--- src/hdl/mesh_bus_pkg.sv ---
package mesh_bus_pkg;

  // Bus geometry
  localparam int unsigned ADDR_W = 32;
  localparam int unsigned DATA_W = 32;

  // One select bit per data byte
  typedef logic [DATA_W/8-1:0] wb_sel_t;

  // Memory map
  localparam logic [ADDR_W-1:0] L2_BASE  = 32'h0000_0000; // Size set by L2_WORDS
  localparam logic [ADDR_W-1:0] MBX_BASE = 32'h1000_0000; // Mailbox page

  // Width of the region tag compared during decode
  localparam int unsigned REGION_W = 4;

  // Upper nibble equal to the mailbox base selects the mailbox
  // Everything else falls into L2, which wraps modulo its depth
  function automatic logic addr_is_mbx(input logic [ADDR_W-1:0] adr);
    return adr[ADDR_W-1 -: REGION_W] == MBX_BASE[ADDR_W-1 -: REGION_W];
  endfunction

  // Word index of an address relative to a region base
  function automatic logic [ADDR_W-1:0] word_index(input logic [ADDR_W-1:0] adr,
                                                   input logic [ADDR_W-1:0] base);
    return (adr - base) >> 2;
  endfunction

endpackage

--- src/hdl/mesh_mbx_pkg.sv ---
package mesh_mbx_pkg;

  // Word offsets inside the mailbox page
  localparam int unsigned MBX_OFS_W      = 10; // 4 KiB page, word granular
  localparam int unsigned MBX_STDOUT_OFS = 0;  // Character sink
  localparam int unsigned MBX_EXIT_OFS   = 1;  // End of computation

  // Exit writes only count with this tag in the upper half
  localparam logic [15:0] EXIT_MAGIC = 16'hE0C0;

  typedef struct packed {
    logic [23:0] rsvd; // Ignored on write
    logic [7:0]  ch;   // Printed character
  } mbx_char_t;

  typedef struct packed {
    logic [15:0] magic;  // Must equal EXIT_MAGIC
    logic [15:0] errors; // Error count reported by software
  } mbx_exit_t;

  // Same data word, two readings depending on the offset
  typedef union packed {
    mbx_char_t chr;
    mbx_exit_t ext;
  } mbx_word_u;

endpackage

--- src/hdl/wb_if.sv ---
`timescale 1ns/1ps

interface wb_if;
  import mesh_bus_pkg::*;

  // Request side
  logic              cyc;
  logic              stb;
  logic              we;
  logic [ADDR_W-1:0] adr;   // Byte address
  logic [DATA_W-1:0] dat_w;
  wb_sel_t           sel;   // Byte lanes

  // Response side
  logic [DATA_W-1:0] dat_r; // Valid with ack
  logic              ack;   // Single cycle pulse

  // Initiator holds the request until ack
  modport master (
    output cyc, stb, we, adr, dat_w, sel,
    input  dat_r, ack
  );

  // Target answers with a registered ack
  modport slave (
    input  cyc, stb, we, adr, dat_w, sel,
    output dat_r, ack
  );

endinterface

--- src/hdl/eoc_mailbox_wb.sv ---
`timescale 1ns/1ps

module eoc_mailbox_wb (
  input  logic        clk,
  input  logic        rst_n_i,
  wb_if.slave         bus,
  output logic        stdout_valid_o,
  output logic [7:0]  stdout_char_o,
  output logic        eoc_o,
  output logic [15:0] exit_errors_o
);
  import mesh_bus_pkg::*;
  import mesh_mbx_pkg::*;

  logic [ADDR_W-1:0]    word_addr;
  logic [MBX_OFS_W-1:0] ofs;        // Word offset in the page
  mbx_word_u            wr_word;    // Incoming word, two views
  mbx_word_u            rd_word;
  logic                 access;
  logic                 wr_stdout;
  logic                 wr_exit;    // Exit write with good magic
  logic                 ack_q;
  logic                 stdout_valid_q;
  logic [7:0]           char_q;
  logic                 eoc_q;      // Sticky until reset
  logic [15:0]          errors_q;
  logic [DATA_W-1:0]    dat_q;

  assign word_addr = word_index(bus.adr, MBX_BASE);
  assign ofs       = word_addr[MBX_OFS_W-1:0];
  assign wr_word   = bus.dat_w;

  assign access    = bus.cyc & bus.stb & ~ack_q;
  assign wr_stdout = access & bus.we & (ofs == MBX_OFS_W'(MBX_STDOUT_OFS));
  // Wrong magic is acked but dropped
  assign wr_exit   = access & bus.we & (ofs == MBX_OFS_W'(MBX_EXIT_OFS))
                   & (wr_word.ext.magic == EXIT_MAGIC);

  // Readback through the exit view
  assign rd_word.ext = '{magic: (eoc_q ? EXIT_MAGIC : 16'h0000), errors: errors_q};

  always_ff @(posedge clk) begin
    if (!rst_n_i) begin
      ack_q          <= 1'b0;
      stdout_valid_q <= 1'b0;
      eoc_q          <= 1'b0;
      errors_q       <= '0;
    end else begin
      ack_q          <= access;
      stdout_valid_q <= wr_stdout; // Lines up with ack
      if (wr_exit) begin
        eoc_q    <= 1'b1;
        errors_q <= wr_word.ext.errors;
      end
    end
  end

  always_ff @(posedge clk) begin
    if (wr_stdout) char_q <= wr_word.chr.ch;
    if (access) dat_q <= rd_word;
  end

  assign bus.ack        = ack_q;
  assign bus.dat_r      = dat_q;
  assign stdout_valid_o = stdout_valid_q;
  assign stdout_char_o  = char_q;
  assign eoc_o          = eoc_q;
  assign exit_errors_o  = errors_q;

endmodule

--- src/flat_wrapper.sv ---
// flat-port wrapper written by rule: the top's interface ports become plain ports
module eoc_mailbox_wb_flat import mesh_bus_pkg::*; import mesh_mbx_pkg::*;
  (clk, rst_n_i, stdout_valid_o, stdout_char_o, eoc_o, exit_errors_o, bus_cyc, bus_stb, bus_we, bus_adr, bus_dat_w, bus_sel, bus_dat_r, bus_ack);
  wb_if bus_i ();
  input  logic clk;
  input  logic rst_n_i;
  output logic stdout_valid_o;
  output logic [7:0] stdout_char_o;
  output logic eoc_o;
  output logic [15:0] exit_errors_o;
  input wire logic [$bits(bus_i.cyc)-1:0] bus_cyc;
  input wire logic [$bits(bus_i.stb)-1:0] bus_stb;
  input wire logic [$bits(bus_i.we)-1:0] bus_we;
  input wire logic [$bits(bus_i.adr)-1:0] bus_adr;
  input wire logic [$bits(bus_i.dat_w)-1:0] bus_dat_w;
  input wire logic [$bits(bus_i.sel)-1:0] bus_sel;
  output wire logic [$bits(bus_i.dat_r)-1:0] bus_dat_r;
  output wire logic [$bits(bus_i.ack)-1:0] bus_ack;
  assign bus_i.cyc = bus_cyc;
  assign bus_i.stb = bus_stb;
  assign bus_i.we = bus_we;
  assign bus_i.adr = bus_adr;
  assign bus_i.dat_w = bus_dat_w;
  assign bus_i.sel = bus_sel;
  assign bus_dat_r = bus_i.dat_r;
  assign bus_ack = bus_i.ack;
  eoc_mailbox_wb u_core (.clk(clk), .rst_n_i(rst_n_i), .bus(bus_i), .stdout_valid_o(stdout_valid_o), .stdout_char_o(stdout_char_o), .eoc_o(eoc_o), .exit_errors_o(exit_errors_o));
endmodule
--- config.mk ---
export PLATFORM = sky130hd
export DESIGN_NAME = eoc_mailbox_wb_flat
export DESIGN_NICKNAME = d
export VERILOG_FILES = /design/src/hdl/mesh_bus_pkg.sv /design/src/hdl/mesh_mbx_pkg.sv /design/src/hdl/wb_if.sv /design/src/hdl/eoc_mailbox_wb.sv /design/src/flat_wrapper.sv
export SDC_FILE = /design/constraint.sdc
export NUM_CORES = 1
export LEC_CHECK = 0
export ABC_AREA = 0
export BUFFER_PORTS_ARGS = -buffer_cell sky130_fd_sc_hd__buf_2
export CAP_MARGIN = 20
export CORE_UTILIZATION = 42
export DETAILED_ROUTE_END_ITERATION = 16
export GPL_TIMING_DRIVEN = 0
export PLACE_DENSITY = 0.84
export SETUP_SLACK_MARGIN = 0.05
export SYNTH_ARGS = -nofsm -noshare
export SYNTH_HDL_FRONTEND = slang
export SYNTH_SLANG_ARGS = --single-unit
--- constraint.sdc ---
create_clock -name clk -period 4.8 [get_ports clk]
set_input_delay 0.48 -clock clk [delete_from_list [all_inputs] [get_ports clk]]
set_output_delay 0.48 -clock clk [all_outputs]
set_load 0.02 [all_outputs]
==> impl_metrics.json <==
{
  "reg2reg_from": "u_core.bus.ack",
  "setup_tns_ps": 0,
  "hold_violations": 0,
  "seq_power_share_pct": 53.6,
  "post_cts_buffers": 0,
  "p_sw_share_pct": 21.9,
  "setup.worst_path.end_class": "flop",
  "cts_resized": 0,
  "finalSetupViolCount": 0,
  "cp.required_ps": 4730,
  "synth_area_mm2": 0.00169,
  "crit_fanout": 19,
  "cts_root_buf": "clkbuf_8",
  "fin_area_mm2": 0.00237,
  "rr_worst_depth": 3,
  "initial_core_util_pct": 44.9,
  "via_per_inst": 4.35,
  "cts.htree.levels": 2,
  "cap_violations": 0,
  "r2r_slack_ps": 2420,
  "ys_seq_area_share_pct": 66.8,
  "max_freq_mhz": 420,
  "clk_pin_slew_worst_paths_ps": 80,
  "power.total_w": 0.000753,
  "layout_commonest_cell": "buf_2",
  "antenna_left": 0,
  "crit_arrival_ps": 2310,
  "whs_endpoint": "u_core.stdout_char_o[1]",
  "clk_path_buf_depth": 2,
  "hp-start": "bus_dat_w[1]",
  "grt_pass1_wl_um": 5110,
  "r2r-end": "u_core.stdout_char_o[2]",
  "numCtsBuffers": 5,
  "maxSlewViolCount": 0,
  "cts-hold-fix-buffers": 0,
  "clock_sinks": 44,
  "synth_cells": 130,
  "drive_gt1_share_pct": 50.2,
  "grt_pass1_vias": 1087,
  "n_antenna_cell": 0,
  "worst_setup_path_start_kind": "flop",
  "dp_hpwl_um": 2540,
  "nNetsFinal": 313,
  "pwr-share-clk_pct": 37.6,
  "p_per_area_mw_per_mm2": 317,
  "num_vias": 1257,
  "grt_max_degree": 20,
  "fp.dieW_um": 65.5,
  "combPwrFrac_pct": 8.8,
  "placed_area_mm2": 0.00226,
  "timing.slew.headroom_pct": 41.3,
  "fill_cells": 318,
  "critPathKind": "reg -> reg",
  "final_cell_mix": "buf_2, nand2_1, edfxtp_1, dfxtp_1, mux2i_1",
  "yosysUniqueCellTypes": 21,
  "grt.total_usage_pct": 16.6,
  "rows": 22,
  "wire_per_inst_um": 11.8,
  "dr.pass1.iters": 4,
  "worst_slew_pin_slew_ps": 880,
  "coreArea_mm2": 0.00377,
  "die_y_um": 65.5,
  "p_leak_nw": 1.08,
  "drc": 0,
  "ios": 132,
  "p_int_w": 0.000588,
  "drt_iter0_markers": 60,
  "hold_path_class": "in -> reg",
  "fin_crit_ps": 2380,
  "grt_setup_unrepaired": "false",
  "grt_overflow": 0,
  "antenna_found_initial": 0,
  "p_switching_w": 0.000165,
  "ys_warn_count": 0,
  "synth.ff_latch_count": 44,
  "place.gp.congestion": 0.740,
  "ir_worst_vdd_uv": 177,
  "syn_area_per_cell_um2": 13.0,
  "status": "finished clean",
  "cts_tree": "built",
  "die-area_mm2": 0.00429,
  "clock_latency_ps": 290,
  "area_growth_pct": 40.1,
  "skew_ps": 4.15,
  "io_buffers": 93,
  "holdPathStages": 1,
  "post-route-period-util_pct": 49.6,
  "wl_um": 3410
}
cell usage after synthesis:
library cell	count	share of area, %
and2_1	2	0.74
and3b_1	1	0.52
buf_12	1	1.2
buf_4	15	6.6
buf_6	1	0.66
clkbuf_1	4	0.89
conb_1	1	0.22
dfxtp_1	19	22
edfxtp_1	25	44
mux2i_1	16	9.5
nand2_1	32	7.1
nand3_1	1	0.30
nand4_1	2	0.74
nor2_1	3	0.66
nor3_2	1	0.59
nor4_1	1	0.37
nor4_2	1	0.74
nor4b_1	1	0.52
nor4b_2	1	0.89
nor4bb_1	1	0.59
o21a_1	1	0.44
area by class of cell:
cell class | count | area [µm²] | share of cell area (%)
Timing Repair Buffer | 93 | 465 | 19.6
Multi-Input combinational cell | 75 | 442 | 18.6
Tap cell | 48 | 60.1 | 2.53
Clock inverter | 3 | 47.5 | 2.00
Sequential cell | 44 | 1130 | 47.7
Clock buffer | 5 | 68.8 | 2.90
Buffer | 21 | 159 | 6.69
worst max-delay path: stages (launching register included):
cell and delay [ps]:
dfxtp_1 310, and3b_1 790, nand4_1 270, nor2_1 650
power groups by stage:
stage                     Combinational (W)  Clock, W  Sequential (W)
after CTS                         0.0000666  0.000289        0.000404
after floorplan                   0.0000293         0        0.000421
after global placement            0.0000653         0        0.000412
final                             0.0000662  0.000283        0.000404
after detailed placement          0.0000663         0        0.000413
after global routing              0.0000718  0.000310        0.000404
registers in the layout (all words and copies together) (netlist names):
name	flops
u_core.bus.ack	1
u_core.exit_errors_o	16
u_core.stdout_valid_o	1
u_core.stdout_char_o	8
u_core.bus.dat_r	17
u_core.eoc_o	1
kinds of logic after synthesis:
group / after synthesis / synth area share (%)
AOI/OAI and AO/OA: 1 / 0.443
buffers and inverters: 21 / 9.38
DFF: 44 / 66.8
and+or+nand+nor: 47 / 13.7
muxes: 16 / 9.45
other: 1 / 0.221
routing by layer:
| metal | GRT usage [%] | up-vias | share of wire (%) |
|---|---|---|---|
| li1 | - | 640 | - |
| met1 | 18.3 | 551 | 42 |
| met2 | 29.0 | 64 | 49 |
| met3 | 7.81 | 2 | 8.3 |
| met4 | 3.26 | 0 | 0.18 |
| met5 | 0 | - | 0 |
worst max path at each step:
| stage | start | end | slack, ps | cells past startpoint |
|---|---|---|---|---|
| floorplan | bus_cyc | u_core.stdout_char_o[0] | 2740 | 3 |
| finish | u_core.bus.ack | u_core.stdout_char_o[2] | 2420 | 3 |
| global route | u_core.bus.ack | u_core.stdout_char_o[2] | 2260 | 3 |
| detailed placement | bus_cyc | u_core.stdout_char_o[1] | 2160 | 4 |
| CTS | u_core.bus.ack | u_core.stdout_char_o[6] | 2370 | 3 |
| global placement | bus_stb | u_core.stdout_char_o[2] | 2180 | 4 |
stage by stage:
stage	hold WS (ps)	util, %	worst slack, ps	instances
final	375	62.9	2420	289
after global routing	360	62.9	2260	289
after floorplan	542	-	2740	140
after detailed placement	442	59.9	2160	281
after global placement	439	59.9	2180	281
after CTS	369	62.9	2370	289
Power figures use the tool's default switching activity.
