**src/hdl/mesh_bus_pkg.sv**
```systemverilog
package mesh_bus_pkg;

  // Bus geometry
  localparam int unsigned ADDR_W = 32;
  localparam int unsigned DATA_W = 32;

  // One select bit per data byte
  typedef logic [DATA_W/8-1:0] wb_sel_t;

  // Memory map
  localparam logic [ADDR_W-1:0] L2_BASE  = 32'h0000_0000; // Size set by L2_WORDS
  localparam logic [ADDR_W-1:0] MBX_BASE = 32'h1000_0000; // Mailbox page

  // Width of the region tag compared during decode
  localparam int unsigned REGION_W = 4;

  // Upper nibble equal to the mailbox base selects the mailbox
  // Everything else falls into L2, which wraps modulo its depth
  function automatic logic addr_is_mbx(input logic [ADDR_W-1:0] adr);
    return adr[ADDR_W-1 -: REGION_W] == MBX_BASE[ADDR_W-1 -: REGION_W];
  endfunction

  // Word index of an address relative to a region base
  function automatic logic [ADDR_W-1:0] word_index(input logic [ADDR_W-1:0] adr,
                                                   input logic [ADDR_W-1:0] base);
    return (adr - base) >> 2;
  endfunction

endpackage

```
**src/hdl/wb_if.sv**
```systemverilog
`timescale 1ns/1ps

interface wb_if;
  import mesh_bus_pkg::*;

  // Request side
  logic              cyc;
  logic              stb;
  logic              we;
  logic [ADDR_W-1:0] adr;   // Byte address
  logic [DATA_W-1:0] dat_w;
  wb_sel_t           sel;   // Byte lanes

  // Response side
  logic [DATA_W-1:0] dat_r; // Valid with ack
  logic              ack;   // Single cycle pulse

  // Initiator holds the request until ack
  modport master (
    output cyc, stb, we, adr, dat_w, sel,
    input  dat_r, ack
  );

  // Target answers with a registered ack
  modport slave (
    input  cyc, stb, we, adr, dat_w, sel,
    output dat_r, ack
  );

endinterface

```
**src/hdl/mesh_wb_interconnect.sv**
```systemverilog
`timescale 1ns/1ps

module mesh_wb_interconnect #(
  parameter int unsigned N_TILES = 3
) (
  input  logic                                          clk,
  input  logic                                          rst_n_i,
  input  logic [N_TILES-1:0]                            tile_cyc_i,
  input  logic [N_TILES-1:0]                            tile_stb_i,
  input  logic [N_TILES-1:0]                            tile_we_i,
  input  logic [N_TILES-1:0][mesh_bus_pkg::ADDR_W-1:0]  tile_adr_i,
  input  logic [N_TILES-1:0][mesh_bus_pkg::DATA_W-1:0]  tile_dat_i,
  input  mesh_bus_pkg::wb_sel_t [N_TILES-1:0]           tile_sel_i,
  output logic [N_TILES-1:0]                            tile_ack_o,
  output logic [N_TILES-1:0][mesh_bus_pkg::DATA_W-1:0]  tile_dat_o,
  wb_if.master                                          l2_bus,
  wb_if.master                                          mbx_bus
);
  import mesh_bus_pkg::*;

  localparam int unsigned IDX_W = (N_TILES > 1) ? $clog2(N_TILES) : 1;

  logic [N_TILES-1:0] req;          // Tiles with a live request
  logic               grant_valid;  // Some requester found this cycle
  logic [IDX_W-1:0]   grant_idx;    // Round-robin winner
  logic               owner_valid_q;
  logic [IDX_W-1:0]   owner_q;      // Tile currently holding the bus
  logic [IDX_W-1:0]   last_q;       // Previous winner, search starts after it

  logic               own_cyc;
  logic               own_stb;
  logic [ADDR_W-1:0]  own_adr;
  logic               own_is_mbx;   // Decoded target of the owner
  logic               slv_ack;
  logic [DATA_W-1:0]  slv_dat;

  assign req = tile_cyc_i & tile_stb_i;

  // Lowest-numbered requester after the last winner
  always_comb begin
    int unsigned cand;
    grant_valid = 1'b0;
    grant_idx   = '0;
    for (int unsigned i = 1; i <= N_TILES; i++) begin
      cand = last_q + i;
      if (cand >= N_TILES) cand = cand - N_TILES; // Wrap around
      if (!grant_valid && req[cand]) begin
        grant_valid = 1'b1;
        grant_idx   = IDX_W'(cand);
      end
    end
  end

  // Grant is only taken when the bus is free
  always_ff @(posedge clk) begin
    if (!rst_n_i) begin
      owner_valid_q <= 1'b0;
      owner_q       <= '0;
      last_q        <= IDX_W'(N_TILES - 1); // Tile 0 goes first
    end else if (!owner_valid_q) begin
      if (grant_valid) begin
        owner_valid_q <= 1'b1;
        owner_q       <= grant_idx;
        last_q        <= grant_idx;
      end
    end else if (slv_ack) begin
      owner_valid_q <= 1'b0; // Released in the ack cycle
    end
  end

  // Owner's request fields
  assign own_cyc    = owner_valid_q & tile_cyc_i[owner_q];
  assign own_stb    = owner_valid_q & tile_stb_i[owner_q];
  assign own_adr    = tile_adr_i[owner_q];
  assign own_is_mbx = addr_is_mbx(own_adr);

  // Only the decoded slave sees cyc and stb
  assign l2_bus.cyc   = own_cyc & ~own_is_mbx;
  assign l2_bus.stb   = own_stb & ~own_is_mbx;
  assign l2_bus.we    = tile_we_i[owner_q];
  assign l2_bus.adr   = own_adr;
  assign l2_bus.dat_w = tile_dat_i[owner_q];
  assign l2_bus.sel   = tile_sel_i[owner_q];

  assign mbx_bus.cyc   = own_cyc & own_is_mbx;
  assign mbx_bus.stb   = own_stb & own_is_mbx;
  assign mbx_bus.we    = tile_we_i[owner_q];
  assign mbx_bus.adr   = own_adr;
  assign mbx_bus.dat_w = tile_dat_i[owner_q];
  assign mbx_bus.sel   = tile_sel_i[owner_q];

  // Response from whichever slave was addressed
  assign slv_ack = owner_valid_q & (own_is_mbx ? mbx_bus.ack : l2_bus.ack);
  assign slv_dat = own_is_mbx ? mbx_bus.dat_r : l2_bus.dat_r;

  // Ack and data go back to the owner alone
  always_comb begin
    tile_ack_o = '0;
    tile_dat_o = '0;
    if (owner_valid_q) begin
      tile_ack_o[owner_q] = slv_ack;
      tile_dat_o[owner_q] = slv_dat;
    end
  end

endmodule

```
**src/flat_wrapper.sv**
```systemverilog
// flat-port wrapper written by rule: the top's interface ports become plain ports
module mesh_wb_interconnect_flat import mesh_bus_pkg::*;
#(
  parameter int unsigned N_TILES = 3
)
  (clk, rst_n_i, tile_cyc_i, tile_stb_i, tile_we_i, tile_adr_i, tile_dat_i, tile_sel_i, tile_ack_o, tile_dat_o, l2_bus_cyc, l2_bus_stb, l2_bus_we, l2_bus_adr, l2_bus_dat_w, l2_bus_sel, l2_bus_dat_r, l2_bus_ack, mbx_bus_cyc, mbx_bus_stb, mbx_bus_we, mbx_bus_adr, mbx_bus_dat_w, mbx_bus_sel, mbx_bus_dat_r, mbx_bus_ack);
  wb_if l2_bus_i ();
  wb_if mbx_bus_i ();
  input  logic clk;
  input  logic rst_n_i;
  input  logic [N_TILES-1:0] tile_cyc_i;
  input  logic [N_TILES-1:0] tile_stb_i;
  input  logic [N_TILES-1:0] tile_we_i;
  input  logic [N_TILES-1:0][mesh_bus_pkg::ADDR_W-1:0] tile_adr_i;
  input  logic [N_TILES-1:0][mesh_bus_pkg::DATA_W-1:0] tile_dat_i;
  input  mesh_bus_pkg::wb_sel_t [N_TILES-1:0] tile_sel_i;
  output logic [N_TILES-1:0] tile_ack_o;
  output logic [N_TILES-1:0][mesh_bus_pkg::DATA_W-1:0] tile_dat_o;
  output wire logic [$bits(l2_bus_i.cyc)-1:0] l2_bus_cyc;
  output wire logic [$bits(l2_bus_i.stb)-1:0] l2_bus_stb;
  output wire logic [$bits(l2_bus_i.we)-1:0] l2_bus_we;
  output wire logic [$bits(l2_bus_i.adr)-1:0] l2_bus_adr;
  output wire logic [$bits(l2_bus_i.dat_w)-1:0] l2_bus_dat_w;
  output wire logic [$bits(l2_bus_i.sel)-1:0] l2_bus_sel;
  input wire logic [$bits(l2_bus_i.dat_r)-1:0] l2_bus_dat_r;
  input wire logic [$bits(l2_bus_i.ack)-1:0] l2_bus_ack;
  output wire logic [$bits(mbx_bus_i.cyc)-1:0] mbx_bus_cyc;
  output wire logic [$bits(mbx_bus_i.stb)-1:0] mbx_bus_stb;
  output wire logic [$bits(mbx_bus_i.we)-1:0] mbx_bus_we;
  output wire logic [$bits(mbx_bus_i.adr)-1:0] mbx_bus_adr;
  output wire logic [$bits(mbx_bus_i.dat_w)-1:0] mbx_bus_dat_w;
  output wire logic [$bits(mbx_bus_i.sel)-1:0] mbx_bus_sel;
  input wire logic [$bits(mbx_bus_i.dat_r)-1:0] mbx_bus_dat_r;
  input wire logic [$bits(mbx_bus_i.ack)-1:0] mbx_bus_ack;
  assign l2_bus_cyc = l2_bus_i.cyc;
  assign l2_bus_stb = l2_bus_i.stb;
  assign l2_bus_we = l2_bus_i.we;
  assign l2_bus_adr = l2_bus_i.adr;
  assign l2_bus_dat_w = l2_bus_i.dat_w;
  assign l2_bus_sel = l2_bus_i.sel;
  assign l2_bus_i.dat_r = l2_bus_dat_r;
  assign l2_bus_i.ack = l2_bus_ack;
  assign mbx_bus_cyc = mbx_bus_i.cyc;
  assign mbx_bus_stb = mbx_bus_i.stb;
  assign mbx_bus_we = mbx_bus_i.we;
  assign mbx_bus_adr = mbx_bus_i.adr;
  assign mbx_bus_dat_w = mbx_bus_i.dat_w;
  assign mbx_bus_sel = mbx_bus_i.sel;
  assign mbx_bus_i.dat_r = mbx_bus_dat_r;
  assign mbx_bus_i.ack = mbx_bus_ack;
  mesh_wb_interconnect #(.N_TILES(N_TILES)) u_core (.clk(clk), .rst_n_i(rst_n_i), .tile_cyc_i(tile_cyc_i), .tile_stb_i(tile_stb_i), .tile_we_i(tile_we_i), .tile_adr_i(tile_adr_i), .tile_dat_i(tile_dat_i), .tile_sel_i(tile_sel_i), .tile_ack_o(tile_ack_o), .tile_dat_o(tile_dat_o), .l2_bus(l2_bus_i), .mbx_bus(mbx_bus_i));
endmodule
```
**config.mk**
```make
export PLATFORM = sky130hd
export DESIGN_NAME = mesh_wb_interconnect_flat
export DESIGN_NICKNAME = d
export VERILOG_FILES = /design/src/hdl/mesh_bus_pkg.sv /design/src/hdl/wb_if.sv /design/src/hdl/mesh_wb_interconnect.sv /design/src/flat_wrapper.sv
export SDC_FILE = /design/constraint.sdc
export NUM_CORES = 1
export LEC_CHECK = 0
export BUFFER_PORTS_ARGS = -buffer_cell sky130_fd_sc_hd__buf_2
export CELL_PAD_IN_SITES_DETAIL_PLACEMENT = 2
export CELL_PAD_IN_SITES_GLOBAL_PLACEMENT = 2
export CORE_AREA = 3 3 204 206
export CTS_BUF_LIST = sky130_fd_sc_hd__clkbuf_4 sky130_fd_sc_hd__clkbuf_8
export CTS_CLUSTER_DIAMETER = 80
export DETAILED_ROUTE_END_ITERATION = 8
export DIE_AREA = 0 0 207 209
export GPL_ROUTABILITY_DRIVEN = 0
export PLACE_DENSITY_LB_ADDON = 0.1
export SLEW_MARGIN = 0
export SYNTH_ARGS = -nofsm -noshare
export SYNTH_HDL_FRONTEND = slang
export SYNTH_SLANG_ARGS = --single-unit
```
**constraint.sdc**
```tcl
create_clock -name clk -period 4.9 [get_ports clk]
set_clock_uncertainty 0.15 [all_clocks]
set_input_delay 0.49 -clock clk [delete_from_list [all_inputs] [get_ports clk]]
set_output_delay 0.49 -clock clk [all_outputs]
set_load 0.03 [all_outputs]
```
==> results.txt, run 1 <==
The flow ran to the end, and the final reports show no timing, DRC or antenna violations. In this run the worst hold path is classified as reg -> reg. The logs give 0 for the number of nets with antenna violations after detailed routing and 0 for the number of max-cap violations. The number of clock buffers added by TritonCTS is 3. Entering global routing, the biggest net connects 61 pins. The maximum fanout encountered on the critical timing path was 36; the first-pass GRT wire length was 38.58 mm. The count of instances resized after the clock tree is built was 0; the count of buffer and inverter cells on the critical path was 2. Summed over all nets, the switching power comes to 1.587 mW. The number of primary I/O pins was 522. The area growth from synthesis to layout works out to 84.19%. The origin of the critical flop-to-flop path was u_core.owner_q[1]$_SDFFE_PN0P_. In the layout the commonest cells are 521 x sky130_fd_sc_hd__buf_2, 104 x sky130_fd_sc_hd__mux2i_1, 104 x sky130_fd_sc_hd__nor2_1. The stage delay of the slowest cell on the critical path was 0.68 ns. The signal on the critical path passes through nor2b_4 -> a2bb2oi_1 -> nor4_2 -> buf_12 -> mux2i_1 -> nor2_1 -> buf_2. Detailed routing inserted a total of 5133 vias.

In this run, the number of DRC markers left after iteration 0 of detailed routing was 110. In the synthesized netlist, the number of instances is 509. After legalization and detailed placement, the total HPWL measured 22.45 mm. The tools report the total routing usage reported by global routing as 11.43%. Counting flops and latches in the post-synthesis netlist gives 4. Data on the critical path is required at its endpoint by 4.26 ns.

The number of cells traversed by the worst hold path was 2; the worst slew margin relative to its limit was 41.21%. Power density over the cells: 389.3 nW/µm². In this run the worst setup path begins at u_core.owner_q[1]$_SDFFE_PN0P_. For the worst hold slack after final layout, the log shows 0.4011 ns. The cell area that synthesis handed to floorplanning was 3157 µm². The core region is 39820 µm². The final critical-path share of the clock period is 83.43%, and the leakage power is 2.972 nW.

Of the cells placed in the final design, the portion with a size suffix greater than 1 is 57.97%. The tools report the number of antenna violations at the first check in global routing as 8. The data arrival time of the critical path is 3.45 ns, and the final-layout setup total negative slack is 0 ns.

CTS placed an instance of sky130_fd_sc_hd__clkbuf_8 at the clock tree root. For the post-placement cell count, the log shows 1449. Clock tree synthesis found a total of 4 sinks. Number of vias per cell: 3.521. The run gives 43260 µm² as the overall die area.

The worst register-to-register path ends at u_core.owner_valid_q$_SDFF_PN0_. Excluding fillers, the count of instances in the completed layout stands at 1458. The slowest stage of the critical path is the sky130_fd_sc_hd__nor2b_4 cell.

Counting buffers and inverters, the worst setup path is 7 cells deep. The cell depth of the worst flop-to-flop path came out at 6. The count of distinct cell types in the synthesized netlist is 29, and the peak ir drop on the vdd network is 100.7 µV. Cell internal power was estimated by the tool at 676.1 µW. The tools report the clock insertion delay at the later pin of the skew report as 0.22 ns. Clock-pin slew was measured on the worst setup and hold paths at 0.04 ns. The first detailed-routing pass ran for 4 iterations.

The worst path needs 4.088 ns of the cycle, external delays included. The initial utilization of the core area, before any placement, comes to 7.927%. The DRC violation count after routing was 0. Setup violations remaining at the end of the flow were counted as 0. For the pin with the worst max-slew slack, the measured transition is 0.8818 ns. For this run, the number of Yosys warnings is 0. Critical path startpoint category: a register. The number of standard-cell rows in the floorplan was 73; the hold-fix buffer count after cts was 0. Summed over all layers, the routed wires come to 26.35 mm. The fraction of power consumed by sequential logic is 4.0%, and the number of port buffers is 521.

The worst setup path is of the reg -> out kind. The die outline width was 207 µm; the die height was 209 µm. The cell taking the most area after synthesis is sky130_fd_sc_hd__mux2i_1. Per report_power, the clock group accounts for 3.5% of the total. Net switching is 70.13% of the power.

The number of setup buffers added after CTS is 0. The number of nets in the synthesized netlist is 793. Grouping stages by cell kind, the critical path spends the most delay in simple AND/OR/NAND/NOR gates. Setup repair after global routing left no endpoint under its margin.

The run gives 1 as the count of H-tree levels built during CTS. The library cell used most frequently in the layout, excluding fill and tap cells, is sky130_fd_sc_hd__buf_2. Via count of the first global-routing pass: 5823. TritonCTS built the clock tree. The top cell type by area accounts for 32.98% of the synthesized area. After synthesis, flip-flops and latches occupy 2.537% of the total area. Combinational logic is responsible for 92.5% of the overall power. In this run the mean area of a mapped cell was 6.202 µm². The total of fill cells in the finished design came out at 4969. STA classifies the critical path endpoint as an output port. In this run the deepest clock path goes through 2 buffers. Worst setup path endpoint: tile_ack_o[2].

Setup slack on the worst flop-to-flop path: 1.51 ns. The design draws 2.263 mW. For the global-route congestion overflow total, the log shows 0. Static timing analysis puts the maximum clock frequency at 0.2446 GHz. In the final design database the tool counted 1213 nets. The final count of pins violating max slew is 0, and the final routed wire length divided by cell count is 18.07 µm. The tools report the number of hold violations in the final report as 0.

After synthesis, the cell types taking the most area are sky130_fd_sc_hd__mux2i_1 33%, sky130_fd_sc_hd__buf_4 17%, sky130_fd_sc_hd__nor2_1 12%.
-- layer usage --
layer  GRT usage (%)  share of wire (%)  vias to the layer above
li1                -                  -                     2473
met1           11.63                 35                     2360
met2           22.43                 54                      280
met3           4.624                9.7                       14
met4           1.311               0.81                        6
met5               0               0.13                        -
-- cell usage after synthesis --
cell type                   count
sky130_fd_sc_hd__buf_8          2
sky130_fd_sc_hd__o21ai_0       73
sky130_fd_sc_hd__o221ai_1       1
sky130_fd_sc_hd__or4b_2         1
sky130_fd_sc_hd__a2bb2oi_1      2
sky130_fd_sc_hd__nand2_1       76
sky130_fd_sc_hd__inv_1          6
sky130_fd_sc_hd__nand4_1        1
sky130_fd_sc_hd__a21boi_0       2
sky130_fd_sc_hd__nor2_1       104
sky130_fd_sc_hd__buf_2          7
sky130_fd_sc_hd__o2bb2ai_1      2
sky130_fd_sc_hd__buf_1          2
sky130_fd_sc_hd__a21oi_1        3
sky130_fd_sc_hd__buf_6          3
sky130_fd_sc_hd__ha_1           3
sky130_fd_sc_hd__or3_1          2
sky130_fd_sc_hd__o22ai_1        2
sky130_fd_sc_hd__dfxtp_1        4
sky130_fd_sc_hd__nor2b_1        1
sky130_fd_sc_hd__o2bb2ai_2      1
sky130_fd_sc_hd__nor2b_2        1
sky130_fd_sc_hd__clkbuf_1      26
sky130_fd_sc_hd__buf_4         71
sky130_fd_sc_hd__mux2i_1      104
sky130_fd_sc_hd__and2_1         2
sky130_fd_sc_hd__nor4_1         1
sky130_fd_sc_hd__a22o_1         1
sky130_fd_sc_hd__nand3_1        5
-- power groups by stage --
stage          Combinational (mW)  Clock [mW]  Sequential (mW)
2_1_floorplan                1.67           0           0.0486
3_3_place_gp                 2.17           0           0.0943
3_5_place_dp                 2.15           0           0.0941
4_1_cts                      2.16      0.0822           0.0939
5_1_grt                      2.26      0.0848           0.0984
6_report                     2.09      0.0796           0.0895
-- sequential cells by signal (all words and copies together), names as in the netlist --
register	count
u_core.last_q	2
u_core.owner_q	1
u_core.owner_valid_q	1
-- worst reg2reg max path: stages, from the launching register on --
cell,delay (ns)
sky130_fd_sc_hd__dfxtp_2,0.54
sky130_fd_sc_hd__nor2b_4,0.68
sky130_fd_sc_hd__a2bb2oi_1,0.22
sky130_fd_sc_hd__nor4_2,0.56
sky130_fd_sc_hd__buf_12,0.33
sky130_fd_sc_hd__mux2i_1,0.62
sky130_fd_sc_hd__a22o_1,0.23
-- through the flow --
stage / utilization [%] / worst slack, ns / area [µm²]
finish: 14.60 / 0.8117 / 5814
global route: 14.59 / 0.3538 / 5809
CTS: 14.57 / 0.5580 / 5802
detailed placement: 14.45 / 0.8101 / 5753
global placement: 14.45 / 0.8358 / 5753
floorplan: - / 2.003 / 3157
-- how the worst min path moves through the flow --
stage                                                to                     startpoint  slack, ns
after CTS                 u_core.last_q[1]$_SDFFE_PN1P_  u_core.last_q[1]$_SDFFE_PN1P_       0.41
final                     u_core.last_q[1]$_SDFFE_PN1P_  u_core.last_q[1]$_SDFFE_PN1P_       0.40
after detailed placement  u_core.last_q[1]$_SDFFE_PN1P_  u_core.last_q[1]$_SDFFE_PN1P_       0.41
after global routing      u_core.last_q[0]$_SDFFE_PN0P_                        rst_n_i       0.44
after floorplan           u_core.last_q[1]$_SDFFE_PN1P_  u_core.last_q[1]$_SDFFE_PN1P_       0.35
after global placement    u_core.last_q[1]$_SDFFE_PN1P_  u_core.last_q[1]$_SDFFE_PN1P_       0.39
-- logic make-up (layout without fill, tap and decap cells) --
logic type / after synthesis / count (layout) / synth area share [%]
and+or+nand+nor: 194 / 194 / 24.18
adders and majority gates: 3 / 3 / 1.189
DFF: 4 / 4 / 2.537
AOI/OAI and AO/OA: 87 / 87 / 15.06
other: 0 / 5 / 0
muxes: 104 / 104 / 32.98
buffers and inverters: 117 / 536 / 24.06
-- cell type report --
| class | instances | area (µm²) | share of cell area (%) |
|---|---|---|---|
| clock buffer | 4 | 48.80 | 0.8393 |
| multi-input combinational | 388 | 2331 | 40.09 |
| inverter | 6 | 22.52 | 0.3873 |
| sequential | 4 | 85.08 | 1.463 |
| tap | 525 | 656.9 | 11.30 |
| timing repair buffer | 526 | 2658 | 45.71 |
| antenna | 5 | 12.51 | 0.2152 |
(Power assumes the default switching activity.)
==> run 2, diff against run 1 <==
==> constraint.sdc (replaced) <==
create_clock -name clk -period 3.46 [get_ports clk]
set_clock_uncertainty 0.15 [all_clocks]
set_input_delay 0.346 -clock clk [delete_from_list [all_inputs] [get_ports clk]]
set_output_delay 0.346 -clock clk [all_outputs]
set_load 0.03 [all_outputs]
==> run 2 against run 1 <==
Against the previous run: setup slack worse by 0.52 ns; total power rose by 44%; largest cell class unchanged; critical path depth increased by 1; routed wire length increased by 2.1%; final area rose by 1.1%; cell count increased by 0.34%; worst hold slack worse by 0.076 ns; sequential power rose by 9.8%; first-iteration DRC count fell by 5.5%.
==> results.txt, run 2 (same netlist as run 1, synthesis figures left out) <==
Final-layout setup total negative slack: 0 ns (unchanged). The tools report the data arrival time of the critical path as 2.68 ns (was 3.45 ns). The number of vias per cell was 3.520 (was 3.521); the number of antenna violations at the first check in global routing was 3 (was 8). Beginning of the worst hold path: rst_n_i (was u_core.last_q[1]$_SDFFE_PN1P_). Die outline width: 207 µm (unchanged). Most common library cell in the layout ignoring fill and taps: sky130_fd_sc_hd__buf_2 (unchanged). The worst reg2reg path endpoint was u_core.last_q[0]$_SDFFE_PN0P_ (was u_core.owner_valid_q$_SDFF_PN0_). The first-pass GRT wire length was 39.19 mm (was 38.58 mm). Highest-count cells in the layout ignoring fill and taps: 521 x sky130_fd_sc_hd__buf_2, 104 x sky130_fd_sc_hd__nor2_1, 103 x sky130_fd_sc_hd__mux2i_1 (was 521 x sky130_fd_sc_hd__buf_2, 104 x sky130_fd_sc_hd__mux2i_1, 104 x sky130_fd_sc_hd__nor2_1). The run gives 48 (was 61) as the maximum number of pins on one net before global-route repair.

Largest registers: u_core.last_q (2), u_core.owner_q (1), u_core.owner_valid_q (1) (unchanged). The run gives 1221 (was 1213) as the number of nets in the layout. The maximum fanout encountered on the critical timing path is 27 (was 36), and the final critical-path share of the clock period is 91.67%. The area growth from synthesis to layout was 86.17% (was 84.19%). The post-route standard cell area excluding fillers is 5877 µm² (was 5814 µm²). The run gives 143.0 µV (was 100.7 µV) as the peak ir drop on the vdd network.

The final count of pins violating max slew was 0 (unchanged); the first-iteration detailed-routing DRC count was 104 (was 110). The element type at the critical path end was an output port (unchanged). The die height came out at 209 µm (unchanged). The final routed wire length divided by cell count is 18.40 µm (was 18.07 µm), and the post-CTS repair timing setup buffer count is 0 (unchanged). The logs give 1 (unchanged) for the count of H-tree levels built during CTS and 4 (unchanged) for the number of search-and-repair iterations in the first detailed-routing pass. The number of standard-cell rows in the floorplan is 73 (unchanged), and the cell depth of the worst flop-to-flop path is 7 (was 6).

The number of cells in the finished layout apart from fillers came out at 1463 (was 1458). The run gives 3 (unchanged) as the number of buffers created by CTS. Clock period minus final worst setup slack: 3.172 ns. The final core utilization came out at 14.76% (was 14.60%). Overall die area: 43260 µm² (unchanged). The worst setup path endpoint was tile_dat_o[25] (was tile_ack_o[2]). The clock-pin slew on the worst setup and hold paths is 0.04 ns (about the same). The leakage power was 3.015 nW (was 2.972 nW). Setup repair after global routing left no endpoint under its margin.

The final number of setup-violating endpoints is 0 (unchanged). The tools report the required time of the worst setup path as 2.96 ns (was 4.26 ns). The maximum buffer depth of the clock tree is 2 (unchanged).

The number of sinks handled by clock tree synthesis was 4 (unchanged). The number of port buffers works out to 521 (unchanged). For the DRC violation count after routing, the log shows 0 (unchanged).

The register bank with the most flops is u_core.last_q (unchanged). The run gives 5150 (was 5133) as the count of vias placed by the detailed router. The number of max-cap violations was 0 (unchanged). The area of the core region came out at 39820 µm² (unchanged). The run finished with clean final reports. The origin of the critical flop-to-flop path is u_core.last_q[0]$_SDFFE_PN0P_ (was u_core.owner_q[1]$_SDFFE_PN0P_).

The logs give 56.22% (was 41.21%) for the worst slew margin relative to its limit and 0 (unchanged) for the number of nets with antenna violations after detailed routing. The path category of the worst min-delay check is in -> reg (was reg -> reg). The number of flip-flops under the largest register name is 2 (unchanged), and the slew of the pin with the lowest slew margin is 0.6567 ns (was 0.8818 ns). For the total of fill cells in the finished design, the log shows 4969 (unchanged). The tools report the clock tree root buffer cell as sky130_fd_sc_hd__clkbuf_8 (unchanged). Number of primary I/O pins: 522 (unchanged).

The logs give 1457 (was 1449) for the post-placement cell count and 0.71 ns (was 1.51 ns) for the setup slack on the worst flop-to-flop path. The total routing usage reported by global routing is 11.74% (was 11.43%). Number of hold violations in the final report: 0 (unchanged).

The via count of the first global-routing pass was 5880 (was 5823); the power density over the cells was 556.0 nW/µm² (was 389.3 nW/µm²). The tools report the global-route congestion overflow total as 0 (unchanged). Timing would allow up to 0.3153 GHz.

The placement-stage cell area is 5811 µm² (was 5753 µm²). The starting utilization of the core area was 7.927% (unchanged). TritonCTS built the clock tree. The fraction of layout cells with a size suffix above 1 is 58.23% (was 57.97%). The logs give 0.23 ns (was 0.22 ns) for the clock insertion delay at the later pin of the skew report and 23.05 mm (was 22.45 mm) for the final HPWL from detailed placement. The critical path startpoint category was a register (unchanged). The category of the most critical setup path was reg -> out (unchanged). The worst setup path startpoint is u_core.owner_q[1]$_SDFFE_PN0P_ (unchanged). The tools report the detailed-route wire length as 26.92 mm (was 26.35 mm).
==> run 2: changes by cell type in the layout (fill, tap and decap cells not counted), sizes merged <==
cell | previous run | this run
diode | 5 | 2
buf | 526 | 534
==> run 2: where the power goes <==
part | switching (mW) | total (mW) | internal [mW]
Combinational | 2.22 | 3.05 | 0.832
Sequential | 0.0344 | 0.0983 | 0.0639
Clock | 0.0338 | 0.121 | 0.0873
==> run 2: worst max-delay path, stage by stage (launching register included) <==
cell	delay (ns)
sky130_fd_sc_hd__dfxtp_2	0.46
sky130_fd_sc_hd__buf_4	0.30
sky130_fd_sc_hd__o2bb2ai_1	0.16
sky130_fd_sc_hd__nor4_4	0.36
sky130_fd_sc_hd__buf_12	0.27
sky130_fd_sc_hd__buf_4	0.25
sky130_fd_sc_hd__mux2i_1	0.33
sky130_fd_sc_hd__nor2_1	0.09
sky130_fd_sc_hd__buf_2	0.18
==> run 2: through the flow <==
stage / total power, mW / setup WS (ns) / hold WS (ns)
global route: 3.526 / 0.003648 / 0.3358
CTS: 3.356 / 0.05771 / 0.3495
finish: 3.268 / 0.2881 / 0.3248
global placement: 3.253 / 0.3644 / 0.4827
detailed placement: 3.218 / 0.3299 / 0.4763
floorplan: 2.437 / 0.7066 / 0.3046
==> run 2: layout make-up <==
cell class	instances	area, µm²	area share [%]
Antenna cell	2	5.005	0.08516
Clock buffer	4	48.80	0.8303
Inverter	6	22.52	0.3832
Multi-Input combinational cell	388	2341	39.83
Sequential cell	4	85.08	1.448
Tap cell	525	656.9	11.18
Timing Repair Buffer	534	2718	46.24
==> run 2: how the worst min path moves through the flow <==
| stage | end | depth (start not counted) |
|---|---|---|
| finish | u_core.owner_valid_q$_SDFF_PN0_ | 2 |
| global route | u_core.owner_valid_q$_SDFF_PN0_ | 2 |
| CTS | u_core.owner_valid_q$_SDFF_PN0_ | 2 |
| detailed placement | u_core.last_q[1]$_SDFFE_PN1P_ | 2 |
| global placement | u_core.last_q[1]$_SDFFE_PN1P_ | 2 |
| floorplan | u_core.owner_q[1]$_SDFFE_PN0P_ | 2 |
==> run 2: routing by layer <==
metal  vias to the layer above  global-route usage (%)  share of wire, %
li1                       2486                       -                 -
met1                      2378                   12.58                38
met2                       278                   22.59                53
met3                         6                   4.609               9.2
met4                         2                  0.7959              0.39
met5                         -                       0             0.048
==> run 2: timing repair <==
action | 4_1_cts | 5_1_grt
setup endpoints to repair | 0 | 24
hold endpoints to repair | 0 | 0
hold buffers | 0 | 0
resized for setup | 0 | 2
